==> config.mk <==
export PLATFORM = sky130hd
export DESIGN_NAME = tcp_tx_top
export DESIGN_NICKNAME = d
export VERILOG_FILES = /design/src/design/ip_stream_pkg.sv /design/src/design/tcp_proto_pkg.sv /design/src/design/tcp_tx_top.sv /design/src/design/tcp_hdr_serializer.sv /design/src/design/tcp_cks_engine.sv /design/src/design/tcp_opt_assembler.sv
export SDC_FILE = /design/constraint.sdc
export NUM_CORES = 2
export LEC_CHECK = 0
export BUFFER_PORTS_ARGS = -buffer_cell sky130_fd_sc_hd__buf_2
export CAP_MARGIN = 20
export CORE_ASPECT_RATIO = 0.8
export CORE_MARGIN = 3
export CORE_UTILIZATION = 60
export DETAILED_ROUTE_END_ITERATION = 8
export PLACE_DENSITY = 0.8
export RECOVER_POWER = 50
export SYNTH_ARGS = -nofsm -noshare
export SYNTH_HDL_FRONTEND = slang
export SYNTH_SLANG_ARGS = --single-unit
==> constraint.sdc <==
create_clock -name clk -period 36.8 [get_ports clk]
set_input_delay 1.84 -clock clk [delete_from_list [all_inputs] [get_ports clk]]
set_output_delay 1.84 -clock clk [all_outputs]
set_load 0.01 [all_outputs]
==> src/design/ip_stream_pkg.sv <==
package ip_stream_pkg;

  // Byte stream toward the IPv4 layer
  localparam int stream_w = 8;

  typedef logic [stream_w-1:0] byte_t;

  // Lengths and addresses
  typedef logic [15:0] length_t;
  typedef logic [31:0] ip_addr_t;

  // Checksum arithmetic
  typedef logic [31:0] cks_acc_t;   // Carries stay above bit 15 until the fold
  typedef logic [15:0] cks_word_t;

  // Pseudo header
  localparam byte_t proto_tcp        = 8'd6;
  localparam int    pseudo_hdr_words = 6;  // Two addresses, zero and protocol, TCP length

endpackage : ip_stream_pkg

==> src/design/tcp_proto_pkg.sv <==
package tcp_proto_pkg;

  // Option kind codes, one byte each
  localparam logic [7:0] tcp_opt_kind_nop       = 8'd1;
  localparam logic [7:0] tcp_opt_kind_mss       = 8'd2;
  localparam logic [7:0] tcp_opt_kind_ws        = 8'd3;
  localparam logic [7:0] tcp_opt_kind_sack_perm = 8'd4;
  localparam logic [7:0] tcp_opt_kind_sack      = 8'd5;
  localparam logic [7:0] tcp_opt_kind_ts        = 8'd8;

  // Option length bytes as carried on the wire
  localparam logic [7:0] tcp_opt_len_mss       = 8'd4;
  localparam logic [7:0] tcp_opt_len_ws        = 8'd3;
  localparam logic [7:0] tcp_opt_len_sack_perm = 8'd2;
  localparam logic [7:0] tcp_opt_len_sack_base = 8'd2;  // Plus 8 per SACK block
  localparam logic [7:0] tcp_opt_len_ts        = 8'd10;

  // Header size limits
  localparam int min_hdr_bytes   = 20;
  localparam int max_hdr_bytes   = 60;
  localparam int opt_block_bytes = max_hdr_bytes - min_hdr_bytes;
  localparam int min_offset      = 5;   // Data offset without options
  localparam int tcp_cks_byte    = 16;  // First byte of the checksum field

  // Option block limits
  localparam int max_opt_words   = 10;
  localparam int max_sack_blocks = 4;
  localparam int opt_proto_words = 15;  // Every option word a segment could ask for

  // Field types
  typedef logic [31:0] opt_word_t;
  typedef logic [3:0]  offset_t;
  typedef logic [2:0]  sack_cnt_t;
  typedef logic [15:0] port_t;
  typedef logic [31:0] seq_t;  // Sequence numbers, SACK edges, timestamps
  typedef logic [8:0]  flags_t;
  typedef logic [15:0] win_t;  // Window, urgent pointer, MSS

  // Byte arrays, byte 0 goes out first
  typedef logic [0:opt_block_bytes-1][7:0] opt_block_t;
  typedef logic [0:max_hdr_bytes-1][7:0]   hdr_bytes_t;

endpackage : tcp_proto_pkg
==> src/design/tcp_tx_top.sv <==
`timescale 1ns/1ps

module tcp_tx_top (
  input  logic                     clk,
  input  logic                     rst,
  input  logic                     meta_rdy,
  output logic                     meta_ack,
  input  ip_stream_pkg::ip_addr_t  src_ip, dst_ip,
  input  tcp_proto_pkg::port_t     src_port, dst_port,
  input  tcp_proto_pkg::seq_t      seq_num, ack_num,
  input  tcp_proto_pkg::flags_t    flags,
  input  tcp_proto_pkg::win_t      win_size, urg_ptr,
  input  ip_stream_pkg::length_t   pld_len,
  input  ip_stream_pkg::cks_acc_t  pld_cks,
  input  logic                     mss_pres,
  input  tcp_proto_pkg::win_t      mss,
  input  logic                     ws_pres,
  input  logic [7:0]               ws_shift,
  input  logic                     sack_perm_pres,
  input  logic                     sack_pres,
  input  tcp_proto_pkg::sack_cnt_t sack_blocks,
  input  tcp_proto_pkg::seq_t      sack_left  [tcp_proto_pkg::max_sack_blocks],
  input  tcp_proto_pkg::seq_t      sack_right [tcp_proto_pkg::max_sack_blocks],
  input  logic                     ts_pres,
  input  tcp_proto_pkg::seq_t      ts_val, ts_ecr,
  output logic                     pld_req,
  input  ip_stream_pkg::byte_t     pld_dat,
  output logic                     ip_rdy,
  input  logic                     ip_ack,
  input  logic                     ip_req,
  output ip_stream_pkg::length_t   ip_len,
  output ip_stream_pkg::ip_addr_t  ip_src, ip_dst,
  output logic                     ip_val,
  output logic                     ip_sof,
  output logic                     ip_eof,
  output ip_stream_pkg::byte_t     ip_dat
);
  import tcp_proto_pkg::*;
  import ip_stream_pkg::*;

  // Stage 1 to stage 2
  logic       s1_val;
  opt_block_t s1_opt_block;
  offset_t    s1_offset;
  ip_addr_t   s1_src_ip, s1_dst_ip;
  port_t      s1_src_port, s1_dst_port;
  seq_t       s1_seq_num, s1_ack_num;
  flags_t     s1_flags;
  win_t       s1_win_size, s1_urg_ptr;
  length_t    s1_pld_len;
  cks_acc_t   s1_pld_cks;
  logic       s2_busy;

  // Stage 2 to stage 3
  logic       s2_val;
  hdr_bytes_t s2_hdr;
  length_t    s2_hdr_len, s2_pld_len;
  ip_addr_t   s2_src_ip, s2_dst_ip;
  logic       s3_busy;

  // Port names line up stage to stage
  tcp_opt_assembler tcp_opt_assembler_i (.*);

  tcp_cks_engine tcp_cks_engine_i (.*);

  tcp_hdr_serializer tcp_hdr_serializer_i (.*);

endmodule : tcp_tx_top

==> src/design/tcp_hdr_serializer.sv <==
`timescale 1ns/1ps

module tcp_hdr_serializer (
  input  logic                      clk,
  input  logic                      rst,
  input  logic                      s2_val,
  input  tcp_proto_pkg::hdr_bytes_t s2_hdr,
  input  ip_stream_pkg::length_t    s2_hdr_len,
  input  ip_stream_pkg::length_t    s2_pld_len,
  input  ip_stream_pkg::ip_addr_t   s2_src_ip, s2_dst_ip,
  output logic                      s3_busy,
  output logic                      ip_rdy,
  input  logic                      ip_ack,
  input  logic                      ip_req,
  output ip_stream_pkg::length_t    ip_len,
  output ip_stream_pkg::ip_addr_t   ip_src, ip_dst,
  output logic                      ip_val,
  output logic                      ip_sof,
  output logic                      ip_eof,
  output ip_stream_pkg::byte_t      ip_dat,
  output logic                      pld_req,
  input  ip_stream_pkg::byte_t      pld_dat
);
  import tcp_proto_pkg::*;
  import ip_stream_pkg::*;

  typedef enum logic [2:0] {
    st_idle,
    st_rdy,
    st_hdr,
    st_pld,
    st_done
  } state_t;

  state_t     state;
  hdr_bytes_t hdr_sr;   // Byte 0 is the next one out
  length_t    hdr_len, pld_len;
  length_t    hdr_cnt, pld_cnt, req_cnt;
  logic       hdr_go;

  // Stream starts on the first ip_req and then runs without a pause
  assign hdr_go  = (state == st_hdr) && (ip_req || hdr_cnt != '0);
  assign s3_busy = (state != st_idle);

  always_ff @(posedge clk) begin
    if (rst) begin
      state   <= st_idle;
      ip_rdy  <= 1'b0;
      ip_val  <= 1'b0;
      ip_sof  <= 1'b0;
      ip_eof  <= 1'b0;
      pld_req <= 1'b0;
      hdr_cnt <= '0;
      pld_cnt <= '0;
      req_cnt <= '0;
    end else begin
      if (pld_req) begin  // Exactly pld_len request cycles
        req_cnt <= req_cnt + 16'd1;
        if (req_cnt == pld_len - 16'd1) pld_req <= 1'b0;
      end
      case (state)
        st_idle: begin
          if (s2_val) begin
            ip_rdy  <= 1'b1;
            hdr_cnt <= '0;
            pld_cnt <= '0;
            req_cnt <= '0;
            state   <= st_rdy;
          end
        end
        st_rdy: begin
          if (ip_ack) begin
            ip_rdy <= 1'b0;
            state  <= st_hdr;
          end
        end
        st_hdr: begin
          if (hdr_go) begin
            ip_val  <= 1'b1;
            ip_sof  <= (hdr_cnt == '0);
            hdr_cnt <= hdr_cnt + 16'd1;
            if (hdr_cnt == hdr_len - 16'd2 && pld_len != '0)
              pld_req <= 1'b1;  // First payload byte is ready right after the header
            if (hdr_cnt == hdr_len - 16'd1) begin
              ip_eof <= (pld_len == '0);
              state  <= (pld_len == '0) ? st_done : st_pld;
            end
          end
        end
        st_pld: begin
          ip_sof  <= 1'b0;
          pld_cnt <= pld_cnt + 16'd1;
          if (pld_cnt == pld_len - 16'd1) begin
            ip_eof <= 1'b1;
            state  <= st_done;
          end
        end
        st_done: begin  // Last byte is on the bus this cycle
          ip_val <= 1'b0;
          ip_sof <= 1'b0;
          ip_eof <= 1'b0;
          state  <= st_idle;
        end
        default: state <= st_idle;
      endcase
    end
  end

  always_ff @(posedge clk) begin
    if (state == st_idle && s2_val) begin
      hdr_sr  <= s2_hdr;
      hdr_len <= s2_hdr_len;
      pld_len <= s2_pld_len;
      ip_len  <= s2_hdr_len + s2_pld_len;  // TCP length for the IPv4 header
      ip_src  <= s2_src_ip;
      ip_dst  <= s2_dst_ip;
    end
    if (hdr_go) begin
      ip_dat <= hdr_sr[0];
      hdr_sr <= hdr_sr << $bits(byte_t);
    end else if (state == st_pld) begin
      ip_dat <= pld_dat;
    end
  end

endmodule : tcp_hdr_serializer

==> src/design/tcp_cks_engine.sv <==
`timescale 1ns/1ps

module tcp_cks_engine (
  input  logic                      clk,
  input  logic                      rst,
  input  logic                      s1_val,
  input  tcp_proto_pkg::opt_block_t s1_opt_block,
  input  tcp_proto_pkg::offset_t    s1_offset,
  input  ip_stream_pkg::ip_addr_t   s1_src_ip, s1_dst_ip,
  input  tcp_proto_pkg::port_t      s1_src_port, s1_dst_port,
  input  tcp_proto_pkg::seq_t       s1_seq_num, s1_ack_num,
  input  tcp_proto_pkg::flags_t     s1_flags,
  input  tcp_proto_pkg::win_t       s1_win_size, s1_urg_ptr,
  input  ip_stream_pkg::length_t    s1_pld_len,
  input  ip_stream_pkg::cks_acc_t   s1_pld_cks,
  input  logic                      s3_busy,
  output logic                      s2_busy,
  output logic                      s2_val,
  output tcp_proto_pkg::hdr_bytes_t s2_hdr,
  output ip_stream_pkg::length_t    s2_hdr_len,
  output ip_stream_pkg::length_t    s2_pld_len,
  output ip_stream_pkg::ip_addr_t   s2_src_ip, s2_dst_ip
);
  import tcp_proto_pkg::*;
  import ip_stream_pkg::*;

  typedef enum logic [2:0] {
    st_idle,
    st_pseudo,
    st_hdr,
    st_fold,
    st_send
  } state_t;

  state_t                          state;
  logic [4:0]                      cnt;
  cks_word_t [0:pseudo_hdr_words-1] ps_hdr;
  cks_acc_t                        ps_acc, hdr_acc;
  cks_acc_t                        sum_all;
  logic [16:0]                     fold1;
  cks_word_t                       fold2, cks, hdr_word;
  logic [0:min_hdr_bytes-1][7:0]   fix_hdr;
  length_t                         hdr_len_in;

  assign hdr_len_in = length_t'({s1_offset, 2'b00});

  // Fixed part with a zero checksum field
  assign fix_hdr = {s1_src_port, s1_dst_port, s1_seq_num, s1_ack_num,
                    s1_offset, 3'b000, s1_flags, s1_win_size, 16'h0000, s1_urg_ptr};

  assign hdr_word = {s2_hdr[{cnt, 1'b0}], s2_hdr[{cnt, 1'b1}]};

  // End-around carry fold
  assign sum_all = ps_acc + hdr_acc;
  assign fold1   = 17'(sum_all[31:16]) + 17'(sum_all[15:0]);
  assign fold2   = fold1[15:0] + 16'(fold1[16]);
  assign cks     = ~fold2;

  assign s2_busy = (state != st_idle);

  always_ff @(posedge clk) begin
    if (rst) begin
      state  <= st_idle;
      s2_val <= 1'b0;
      cnt    <= '0;
    end else begin
      s2_val <= 1'b0;
      case (state)
        st_idle: begin
          if (s1_val) begin
            cnt   <= '0;
            state <= st_pseudo;
          end
        end
        st_pseudo: begin
          if (cnt == 5'(pseudo_hdr_words - 1)) begin
            cnt   <= '0;
            state <= st_hdr;
          end else begin
            cnt <= cnt + 5'd1;
          end
        end
        st_hdr: begin
          cnt <= cnt + 5'd1;
          if (cnt + 5'd1 == s2_hdr_len[5:1]) state <= st_fold;  // Length set by the offset
        end
        st_fold: state <= st_send;
        st_send: begin
          if (!s3_busy) begin
            s2_val <= 1'b1;
            state  <= st_idle;
          end
        end
        default: state <= st_idle;
      endcase
    end
  end

  always_ff @(posedge clk) begin
    case (state)
      st_idle: begin
        if (s1_val) begin
          s2_hdr     <= {fix_hdr, s1_opt_block};
          s2_hdr_len <= hdr_len_in;
          s2_pld_len <= s1_pld_len;
          s2_src_ip  <= s1_src_ip;
          s2_dst_ip  <= s1_dst_ip;
          ps_hdr     <= {s1_src_ip, s1_dst_ip, 8'h00, proto_tcp, hdr_len_in + s1_pld_len};
          ps_acc     <= '0;
          hdr_acc    <= s1_pld_cks;  // Payload sum seeds the header side
        end
      end
      st_pseudo: ps_acc <= ps_acc + cks_acc_t'(ps_hdr[cnt]);
      st_hdr:    hdr_acc <= hdr_acc + cks_acc_t'(hdr_word);
      st_fold: begin
        s2_hdr[tcp_cks_byte]     <= cks[15:8];
        s2_hdr[tcp_cks_byte + 1] <= cks[7:0];
      end
      default: ;
    endcase
  end

endmodule : tcp_cks_engine

==> src/design/tcp_opt_assembler.sv <==
`timescale 1ns/1ps

module tcp_opt_assembler (
  input  logic                      clk,
  input  logic                      rst,
  input  logic                      meta_rdy,
  output logic                      meta_ack,
  input  ip_stream_pkg::ip_addr_t   src_ip, dst_ip,
  input  tcp_proto_pkg::port_t      src_port, dst_port,
  input  tcp_proto_pkg::seq_t       seq_num, ack_num,
  input  tcp_proto_pkg::flags_t     flags,
  input  tcp_proto_pkg::win_t       win_size, urg_ptr,
  input  ip_stream_pkg::length_t    pld_len,
  input  ip_stream_pkg::cks_acc_t   pld_cks,
  input  logic                      mss_pres,
  input  tcp_proto_pkg::win_t       mss,
  input  logic                      ws_pres,
  input  logic [7:0]                ws_shift,
  input  logic                      sack_perm_pres,
  input  logic                      sack_pres,
  input  tcp_proto_pkg::sack_cnt_t  sack_blocks,
  input  tcp_proto_pkg::seq_t       sack_left  [tcp_proto_pkg::max_sack_blocks],
  input  tcp_proto_pkg::seq_t       sack_right [tcp_proto_pkg::max_sack_blocks],
  input  logic                      ts_pres,
  input  tcp_proto_pkg::seq_t       ts_val, ts_ecr,
  input  logic                      s2_busy,
  output logic                      s1_val,
  output tcp_proto_pkg::opt_block_t s1_opt_block,
  output tcp_proto_pkg::offset_t    s1_offset,
  output ip_stream_pkg::ip_addr_t   s1_src_ip, s1_dst_ip,
  output tcp_proto_pkg::port_t      s1_src_port, s1_dst_port,
  output tcp_proto_pkg::seq_t       s1_seq_num, s1_ack_num,
  output tcp_proto_pkg::flags_t     s1_flags,
  output tcp_proto_pkg::win_t       s1_win_size, s1_urg_ptr,
  output ip_stream_pkg::length_t    s1_pld_len,
  output ip_stream_pkg::cks_acc_t   s1_pld_cks
);
  import tcp_proto_pkg::*;

  typedef enum logic [1:0] {
    st_idle,
    st_shift,
    st_send
  } state_t;

  state_t                     state;
  opt_word_t [opt_proto_words-1:0] proto;  // Index 0 leaves first
  logic [opt_proto_words-1:0] pres;
  logic [opt_proto_words-1:0] pres_in;
  logic [3:0]                 sh_cnt;
  logic [3:0]                 base_words;
  logic [3:0]                 room;
  sack_cnt_t                  blk_req, blk_cap, blk_fit;
  logic [max_sack_blocks-1:0] blk_on;
  logic [7:0]                 sack_len;

  // SACK trimming against the word limit
  always_comb begin
    base_words = 4'(mss_pres) + 4'(ws_pres) + 4'(sack_perm_pres) + (ts_pres ? 4'd3 : 4'd0);
    room       = 4'(max_opt_words) - base_words;
    blk_cap    = sack_cnt_t'((room - 4'd1) >> 1);  // SACK kind word takes one
    blk_req    = (sack_blocks > sack_cnt_t'(max_sack_blocks)) ?
                 sack_cnt_t'(max_sack_blocks) : sack_blocks;
    if (!sack_pres)
      blk_fit = '0;
    else if (blk_req > blk_cap)
      blk_fit = blk_cap;  // Highest blocks go first
    else
      blk_fit = blk_req;
    for (int i = 0; i < max_sack_blocks; i++) begin
      blk_on[i] = (sack_cnt_t'(i) < blk_fit);
    end
  end

  assign sack_len = {2'b00, blk_fit, 3'b000} + tcp_opt_len_sack_base;

  // Same order as the prototype words below
  assign pres_in = {mss_pres, ws_pres, sack_perm_pres, blk_fit != '0,
                    {2{blk_on[0]}}, {2{blk_on[1]}}, {2{blk_on[2]}}, {2{blk_on[3]}},
                    {3{ts_pres}}};

  always_ff @(posedge clk) begin
    if (rst) begin
      state    <= st_idle;
      meta_ack <= 1'b0;
      s1_val   <= 1'b0;
      sh_cnt   <= '0;
    end else begin
      meta_ack <= 1'b0;
      s1_val   <= 1'b0;
      case (state)
        st_idle: begin
          if (meta_rdy) begin
            meta_ack <= 1'b1;
            sh_cnt   <= (|pres_in) ? 4'd0 : 4'(opt_proto_words - 1);  // Skip the walk
            state    <= st_shift;
          end
        end
        st_shift: begin
          sh_cnt <= sh_cnt + 4'd1;
          if (sh_cnt == 4'(opt_proto_words - 1)) state <= st_send;
        end
        st_send: begin
          if (!s2_busy) begin  // Hold the segment while stage 2 works
            s1_val <= 1'b1;
            state  <= st_idle;
          end
        end
        default: state <= st_idle;
      endcase
    end
  end

  always_ff @(posedge clk) begin
    if (state == st_idle && meta_rdy) begin
      s1_src_ip    <= src_ip;
      s1_dst_ip    <= dst_ip;
      s1_src_port  <= src_port;
      s1_dst_port  <= dst_port;
      s1_seq_num   <= seq_num;
      s1_ack_num   <= ack_num;
      s1_flags     <= flags;
      s1_win_size  <= win_size;
      s1_urg_ptr   <= urg_ptr;
      s1_pld_len   <= pld_len;
      s1_pld_cks   <= pld_cks;
      s1_opt_block <= '0;  // Unused tail stays zero
      s1_offset    <= offset_t'(min_offset);
      pres         <= pres_in;
      proto        <= {{tcp_opt_kind_mss, tcp_opt_len_mss, mss},
                       {tcp_opt_kind_nop, tcp_opt_kind_ws, tcp_opt_len_ws, ws_shift},
                       {tcp_opt_kind_nop, tcp_opt_kind_nop,
                        tcp_opt_kind_sack_perm, tcp_opt_len_sack_perm},
                       {tcp_opt_kind_nop, tcp_opt_kind_nop, tcp_opt_kind_sack, sack_len},
                       sack_left[0], sack_right[0], sack_left[1], sack_right[1],
                       sack_left[2], sack_right[2], sack_left[3], sack_right[3],
                       {tcp_opt_kind_nop, tcp_opt_kind_nop, tcp_opt_kind_ts, tcp_opt_len_ts},
                       ts_val, ts_ecr};
    end else if (state == st_shift) begin
      proto <= proto >> $bits(opt_word_t);
      pres  <= pres >> 1;
      if (pres[0]) begin  // Last word pushed in ends up at byte 0
        s1_opt_block <= {proto[0], s1_opt_block[0:opt_block_bytes-5]};
        s1_offset    <= s1_offset + 4'd1;
      end
    end
  end

endmodule : tcp_opt_assembler

Word-level counts from Yosys, hierarchy flattened
Index checks and enable logic that the tools add are counted.
- flip-flop bits (word level): 2387
- bitwise logic cells: 7
- reductions and logical operators: 50
- muxes and demuxes: 75
- equality and inequality tests: 29
- order comparisons: 9
- $add $sub $neg: 22
- operators with widths (cell ; number):
    480-bit 2-to-1 mux ; 2
    464-bit 2-to-1 mux ; 2
    352-bit 2-to-1 mux ; 1
    32-bit case mux with 2 select lines ; 2
    16-bit 2-to-1 mux ; 7
    8-bit binary-select mux with 6-bit select ; 2
    16-bit case mux with 2 select lines ; 3
    32-bit by 16-bit adder with 32-bit output ; 2
    16-bit equality test ; 4
    32-bit 2-to-1 mux ; 2
    16-bit by 1-bit adder with 16-bit output, second input constant ; 3
    16-bit binary-select mux with 3-bit select ; 1
    8-bit 2-to-1 mux ; 6
    3-bit 2-to-1 mux ; 13
    32-bit adder ; 1
    6-bit by 16-bit adder with 16-bit output ; 2
    16-bit logical NOT ; 2
    16-bit nonzero test ; 2
    15-bit 2-to-1 mux ; 2
    2-bit nonzero test ; 12
    2-bit AND reduction ; 10
    16-bit by 16-bit adder with 17-bit output ; 1
    16-bit by 1-bit adder with 16-bit output ; 1
    16-bit inverter ; 1
    51 further kinds ; 108

Longest topological paths before layout
- word-level depth: 13
- depth in mapped cells: 27

Modules after synthesis
From an unflattened synthesis, not the netlist that was laid out.
- cells, all modules: 6805
- area total of the unflattened synthesis: 94150.3 µm²
- by module, submodules not included (module ; cells an instance ; instances ; area an instance (µm²) ; sequential area each (µm²)):
    tcp_opt_assembler ; 2877 ; 1 ; 36203.5 ; 26545.5
    tcp_cks_engine ; 2019 ; 1 ; 30151.4 ; 19248.5
    tcp_hdr_serializer ; 1909 ; 1 ; 27795.4 ; 19058.3

Worst setup path after synthesis
OpenSTA, ideal clock, no wires.
- path kind: input -> register
- start: input ip_req
- end: register tcp_hdr_serializer_i.hdr_cnt[13]
- slack: 10.712 ns
- buffers on the path: 0
- cell stages on the path: 8
- data arrival time: 25.960 ns
- data required time: 36.672 ns
- path through: inv_1 -> and4_1 -> o21ai_1 -> nand3_1 -> nor3_1 -> nand4_1 -> xor2_1 -> nor2_1
- word-level cells in the longest chain between the ends: 4
- ends and longest elaborated chain (what ; RTL line ; text):
    start, declared ; tcp_tx_top.sv:30 ; input logic ip_req,
    1-bit logical OR ; tcp_hdr_serializer.sv:42 ; assign hdr_go = (state == st_hdr) && (ip_req || hdr_cnt != '0);
    1-bit logical AND ; tcp_hdr_serializer.sv:42 ;
    2-bit by 1-bit inequality test with 1-bit output (no line) ; n/a ;
    3-bit AND reduction (no line) ; n/a ;
    end signal, assigned ; tcp_hdr_serializer.sv:81 ; hdr_cnt <= hdr_cnt + 16'd1;
    end, declared ; tcp_hdr_serializer.sv:38 ; length_t hdr_cnt, pld_cnt, req_cnt;
No other way between the ends.
A chain may end at the register's enable or synchronous reset.

Worst setup path in the final report
- start: register tcp_opt_assembler_i.state[0]
- end: register tcp_opt_assembler_i.s1_opt_block[8] in the netlist's numbering
- word-level cells in the longest chain between the ends: 2
- elaborated cells on any way between the ends: 4
- ends and longest elaborated chain (what ; RTL line ; text):
    start, declared ; tcp_opt_assembler.sv:46 ; state_t state;
    start signal, assigned ; tcp_opt_assembler.sv:84 ; state <= st_idle;
    start signal, assigned ; tcp_opt_assembler.sv:96 ; state <= st_shift;
    start signal, assigned ; tcp_opt_assembler.sv:101 ; if (sh_cnt == 4'(opt_proto_words - 1)) state <= st_send;
    2-bit by 1-bit equality test with 1-bit output or 2-bit logical NOT (tied branches) ; tcp_opt_assembler.sv:139, tcp_opt_assembler.sv:115 ;
    2-bit AND reduction (no line) or 1-bit logical AND (tied branches) ; n/a ;
    end signal, assigned ; tcp_opt_assembler.sv:143 ; s1_opt_block <= {proto[0], s1_opt_block[0:opt_block_bytes-5]};
    end, declared ; tcp_opt_assembler.sv:28 ; output tcp_proto_pkg::opt_block_t s1_opt_block,
Parallel ways exist; a longest one is shown, timed or not.

==> results.rst <==
.. list-table::
   :header-rows: 1

   * - Metric
     - Value
   * - Category of the critical setup timing path
     - flip-flop to flip-flop
   * - Max Cap Violations
     - 27
   * - Violated checks
     - max-capacitance violations, max-slew violations
   * - WP data arrival
     - 15.47 ns
   * - Filler instances
     - roughly 9900
   * - Post-synthesis register bit count
     - 2304
   * - Inserted Clock Buffers
     - between 200 and 250
   * - Simple-Gate Fraction of Synth Area
     - 7.23%
   * - Share of cell area taken by muxes after synthesis
     - 3.63%
   * - Mapped Cells
     - 6585
   * - Dpl cell area
     - between 90000 and 100000 um^2
   * - Hold-fix buffer count after cts
     - 0
   * - Clock network latency to the later pin of the worst-skew pair
     - 0.84 ns
   * - Worst hold slack
     - between 0.3 and 0.4 ns
   * - Residual overflow from global routing
     - 0
   * - Setup repair after global routing missed its margin
     - no
   * - Launching element type of the critical path
     - flip-flop
   * - Vert. Die Dim
     - roughly 360 um
   * - Post-cts resize count
     - 0
   * - Post-synthesis net count
     - 7315
   * - Global-route wire length before repair
     - 351000 um
   * - Final weighted congestion in routability-driven placement
     - just over 0.9
   * - Via count of the first global-routing pass
     - 55996
   * - H-tree depth
     - 4
   * - Worst-path fanout max
     - 201
   * - Cell with the largest stage delay on the worst path
     - clkbuf_1
   * - Clock-pin transition on the worst setup and hold timing paths
     - 0.06 ns
   * - Instance count along the most critical hold path
     - 0
   * - Number of warnings issued by yosys
     - 0
   * - Worst slew margin relative to its limit
     - -553%
   * - Data required time at the worst endpoint
     - 37.55 ns
   * - Combined buffer and inverter count along the critical path
     - 4
   * - Seq/Total Area, Yosys
     - 70.3%
   * - Die extent in x
     - 443 um
   * - Critical Path Sink Type
     - flip-flop
   * - Number of ports placed on the die boundary
     - 708
   * - Max Root-Sink Buffers
     - 3
   * - Most used cells in the layout excluding fill and tap cells
     - edfxtp_1, nand2_1, a22o_1
   * - Growth of design area from synthesis to finish
     - 12.8%
   * - Final setup viols
     - 0
   * - Maximum ir drop on the vdd rail
     - 0.0000499 V
   * - Max-slew violation total from the final report
     - 2477
   * - Clock Tree Root
     - clkbuf_16
   * - Number of library cell types mapped by synthesis
     - 85
   * - Average routed wire per standard cell
     - 25.4 um
   * - Worst path top cell family by delay
     - buffers and inverters
   * - Post-synthesis adder-cell area fraction
     - 1.63%
   * - List of cells traversed by the critical path
     - nor2b_1, clkbuf_1, and2_0, clkbuf_1, buf_4, buf_4, nand2_1, a21oi_1
   * - Starting utilization of the core area
     - 60.8%
   * - Die Outline Area
     - 157000 um^2
   * - DP HPWL
     - 158000 um
   * - Combinational family with the most area after synthesis
     - compound AO/OA/AOI/OAI gates
   * - Number of rows created at floorplan
     - 127
   * - Slew of the pin with the lowest slew margin
     - a little under 10 ns
   * - Final critical-path required period
     - roughly 15 ns
   * - Clock tree from TritonCTS
     - built
   * - Final design instance area without fill
     - about 100000 um^2
   * - Critical path's largest stage delay
     - about 6 ns
   * - Highest Clock Rate
     - 67.9 MHz
   * - Drt initial violations
     - 6805
   * - Worst Clk Skew
     - 0.0535 ns
   * - Reported leakage power
     - 36.0 nW
   * - Worst path depth
     - 8
   * - Aggregate global-route resource usage
     - between 20 and 30%
   * - Power density over cell area
     - 56.7 nW/um^2
   * - Post-synthesis share of cell area spent on xor and xnor gates
     - under 10%
   * - Post-synth ARST share
     - 0%
   * - Path type of the worst min-delay path
     - flip-flop to flip-flop
   * - Share of the core filled with cells in the final layout
     - 68.6%
   * - R2R cell count
     - 8
   * - Complex-gate fraction of the synthesized area
     - a little over an eighth
   * - Detailed-route via count
     - 58802
   * - Min setup slack post-route
     - between 20 and 25 ns
   * - Layout cell share with drive strength beyond 1
     - between 10% and 20%
   * - Main synth FF type
     - edfxtp_1
   * - Final Cycle Share
     - 40.0%
   * - Drc violations
     - 0
   * - DR vias/cell
     - ~6.3
   * - Buffer count from post-CTS setup fixing
     - 0
   * - Synth Area per Inst
     - between 10 and 15 um^2
   * - Worst slack at placement
     - 29.46 ns
   * - Detail Route Antenna Nets
     - 0
   * - Largest net degree at the start of global routing
     - approximately 220
   * - IO Port Bufs
     - 707
   * - Post-detailed-routing wire length
     - 237000 um
   * - Netlist area before placement
     - between 90000 and 100000 um^2
   * - Fin nets
     - 7864
   * - Core area
     - 151000 um^2
   * - Final total negative setup slack
     - 0 ns
   * - Hold violation total from the final report
     - 0
   * - Number of enable flip-flop cells after synthesis
     - 1829
   * - Clock Sink Count
     - around 2300
   * - Antenna violations before repair
     - 44
   * - First drt pass iteration count
     - 6
   * - Run status
     - finished with violations
   * - Commonest non-fill, non-tap cell in the layout
     - edfxtp_1
## synthesized netlist by cell type (all sizes together) (7+ instances only)
master  count  area share (%)
a211oi     17            0.14
a21o       38            0.31
a21oi     520             2.8
a22o      788             7.5
a31oi      11           0.075
and2       20            0.14
and3       52            0.35
and4        7           0.067
buf        45            0.21
clkbuf    389             1.6
dfxtp     475              10
edfxtp   1829              60
ha        110             1.5
inv        84            0.34
mux2       43            0.53
mux2i      99             1.1
mux4       82             2.0
nand2     994             4.1
nand2b     22            0.15
nand3      73            0.40
nand3b      9           0.074
nand4      35            0.24
nor2      218            0.89
nor2b      26            0.18
nor3       33            0.21
nor3b       8           0.066
nor4       13            0.13
o211ai     20            0.16
o21a       12           0.098
o21ai     157            0.86
o21bai     14            0.11
o221ai     38            0.36
o22ai       8           0.055
o31ai       9           0.074
or3        12           0.082
or4         9           0.082
xnor2     109             1.0
xor2       90            0.86
## routing by layer
metal | wire (um) | vias up | part of all wire [%] | global-route usage, %
li1 | - | 26071 | - | -
met1 | 94300 | 29283 | 40 | 40.5
met2 | 111000 | 2978 | 47 | 45.9
met3 | 21300 | 446 | 9.0 | 6.41
met4 | 10200 | 24 | 4.3 | 12.0
met5 | 143 | - | 0.060 | 0
## power by group
part	switching, mW	internal, mW
registers	0.0687	2.99
clock network	0.963	1.24
logic	0.367	0.231
## metrics by stage
step / instances / power [mW]
final: 9346 / 5.86
after global routing: 9335 / 6.04
after CTS: 9311 / 5.85
after detailed placement: 8924 / 3.68
after global placement: 8924 / 3.66
after floorplan: 6585 / 3.56
## sequential cells by signal, summed over array words and instances, names as in the netlist, 32 cells and up
register and cells:
tcp_cks_engine_i.hdr_acc 32, tcp_cks_engine_i.ps_acc 32, tcp_cks_engine_i.ps_hdr 78, tcp_cks_engine_i.s2_hdr 477, tcp_hdr_serializer_i.hdr_sr 480, tcp_hdr_serializer_i.ip_dst 32, tcp_hdr_serializer_i.ip_src 32, tcp_opt_assembler_i.proto 422
tcp_opt_assembler_i.s1_ack_num 32, tcp_opt_assembler_i.s1_dst_ip 32, tcp_opt_assembler_i.s1_opt_block 320, tcp_opt_assembler_i.s1_pld_cks 32, tcp_opt_assembler_i.s1_seq_num 32, tcp_opt_assembler_i.s1_src_ip 32
## worst paths after layout
check | end | slack, ns | from
worst min register to register | tcp_cks_engine_i.ps_hdr[83]$_DFFE_PP_ | 0.38 | tcp_opt_assembler_i.s1_src_ip[19]$_DFFE_PP_
worst min-delay path | tcp_cks_engine_i.ps_hdr[83]$_DFFE_PP_ | 0.38 | tcp_opt_assembler_i.s1_src_ip[19]$_DFFE_PP_
worst max register to register | tcp_opt_assembler_i.s1_opt_block[8]$_SDFFE_PP0P_ | 22.08 | tcp_opt_assembler_i.state[0]$_SDFFE_PP0P_
worst max-delay path | tcp_opt_assembler_i.s1_opt_block[8]$_SDFFE_PP0P_ | 22.08 | tcp_opt_assembler_i.state[0]$_SDFFE_PP0P_
## cell type report
cell class              instances  area (um^2)  area share [%]
diodes                         31         77.6          0.0750
clock buffers                 289         5880            5.69
clock inverters                98         1100            1.07
inverters                      86          334           0.323
multi-input cells            3761        25200            24.4
flip-flops and latches       2304        64400            62.3
well taps                    1999         2500            2.42
repair buffers                778         3820            3.70
## worst register-to-register path: cells and delay by family, from the launching register on
family                 cells  cell delay, ns
buffers and inverters      4           10.60
AO/OA/AOI/OAI              1            0.17
AND/OR/NAND/NOR            3            3.50
flip-flops                 1            0.39
## kinds of logic (layout without fill, tap and decap cells)
kind of cell | Yosys count | count (layout)
DFF | 2304 | 2304
AOI/OAI and AO/OA | 1676 | 1676
and+or+nand+nor | 1543 | 1543
buffers and inverters | 520 | 1251
muxes | 224 | 224
xor gates and xnor gates | 202 | 202
adders and majority gates | 116 | 116
other | 0 | 31
No activity file was read; power rests on OpenSTA's default activity.
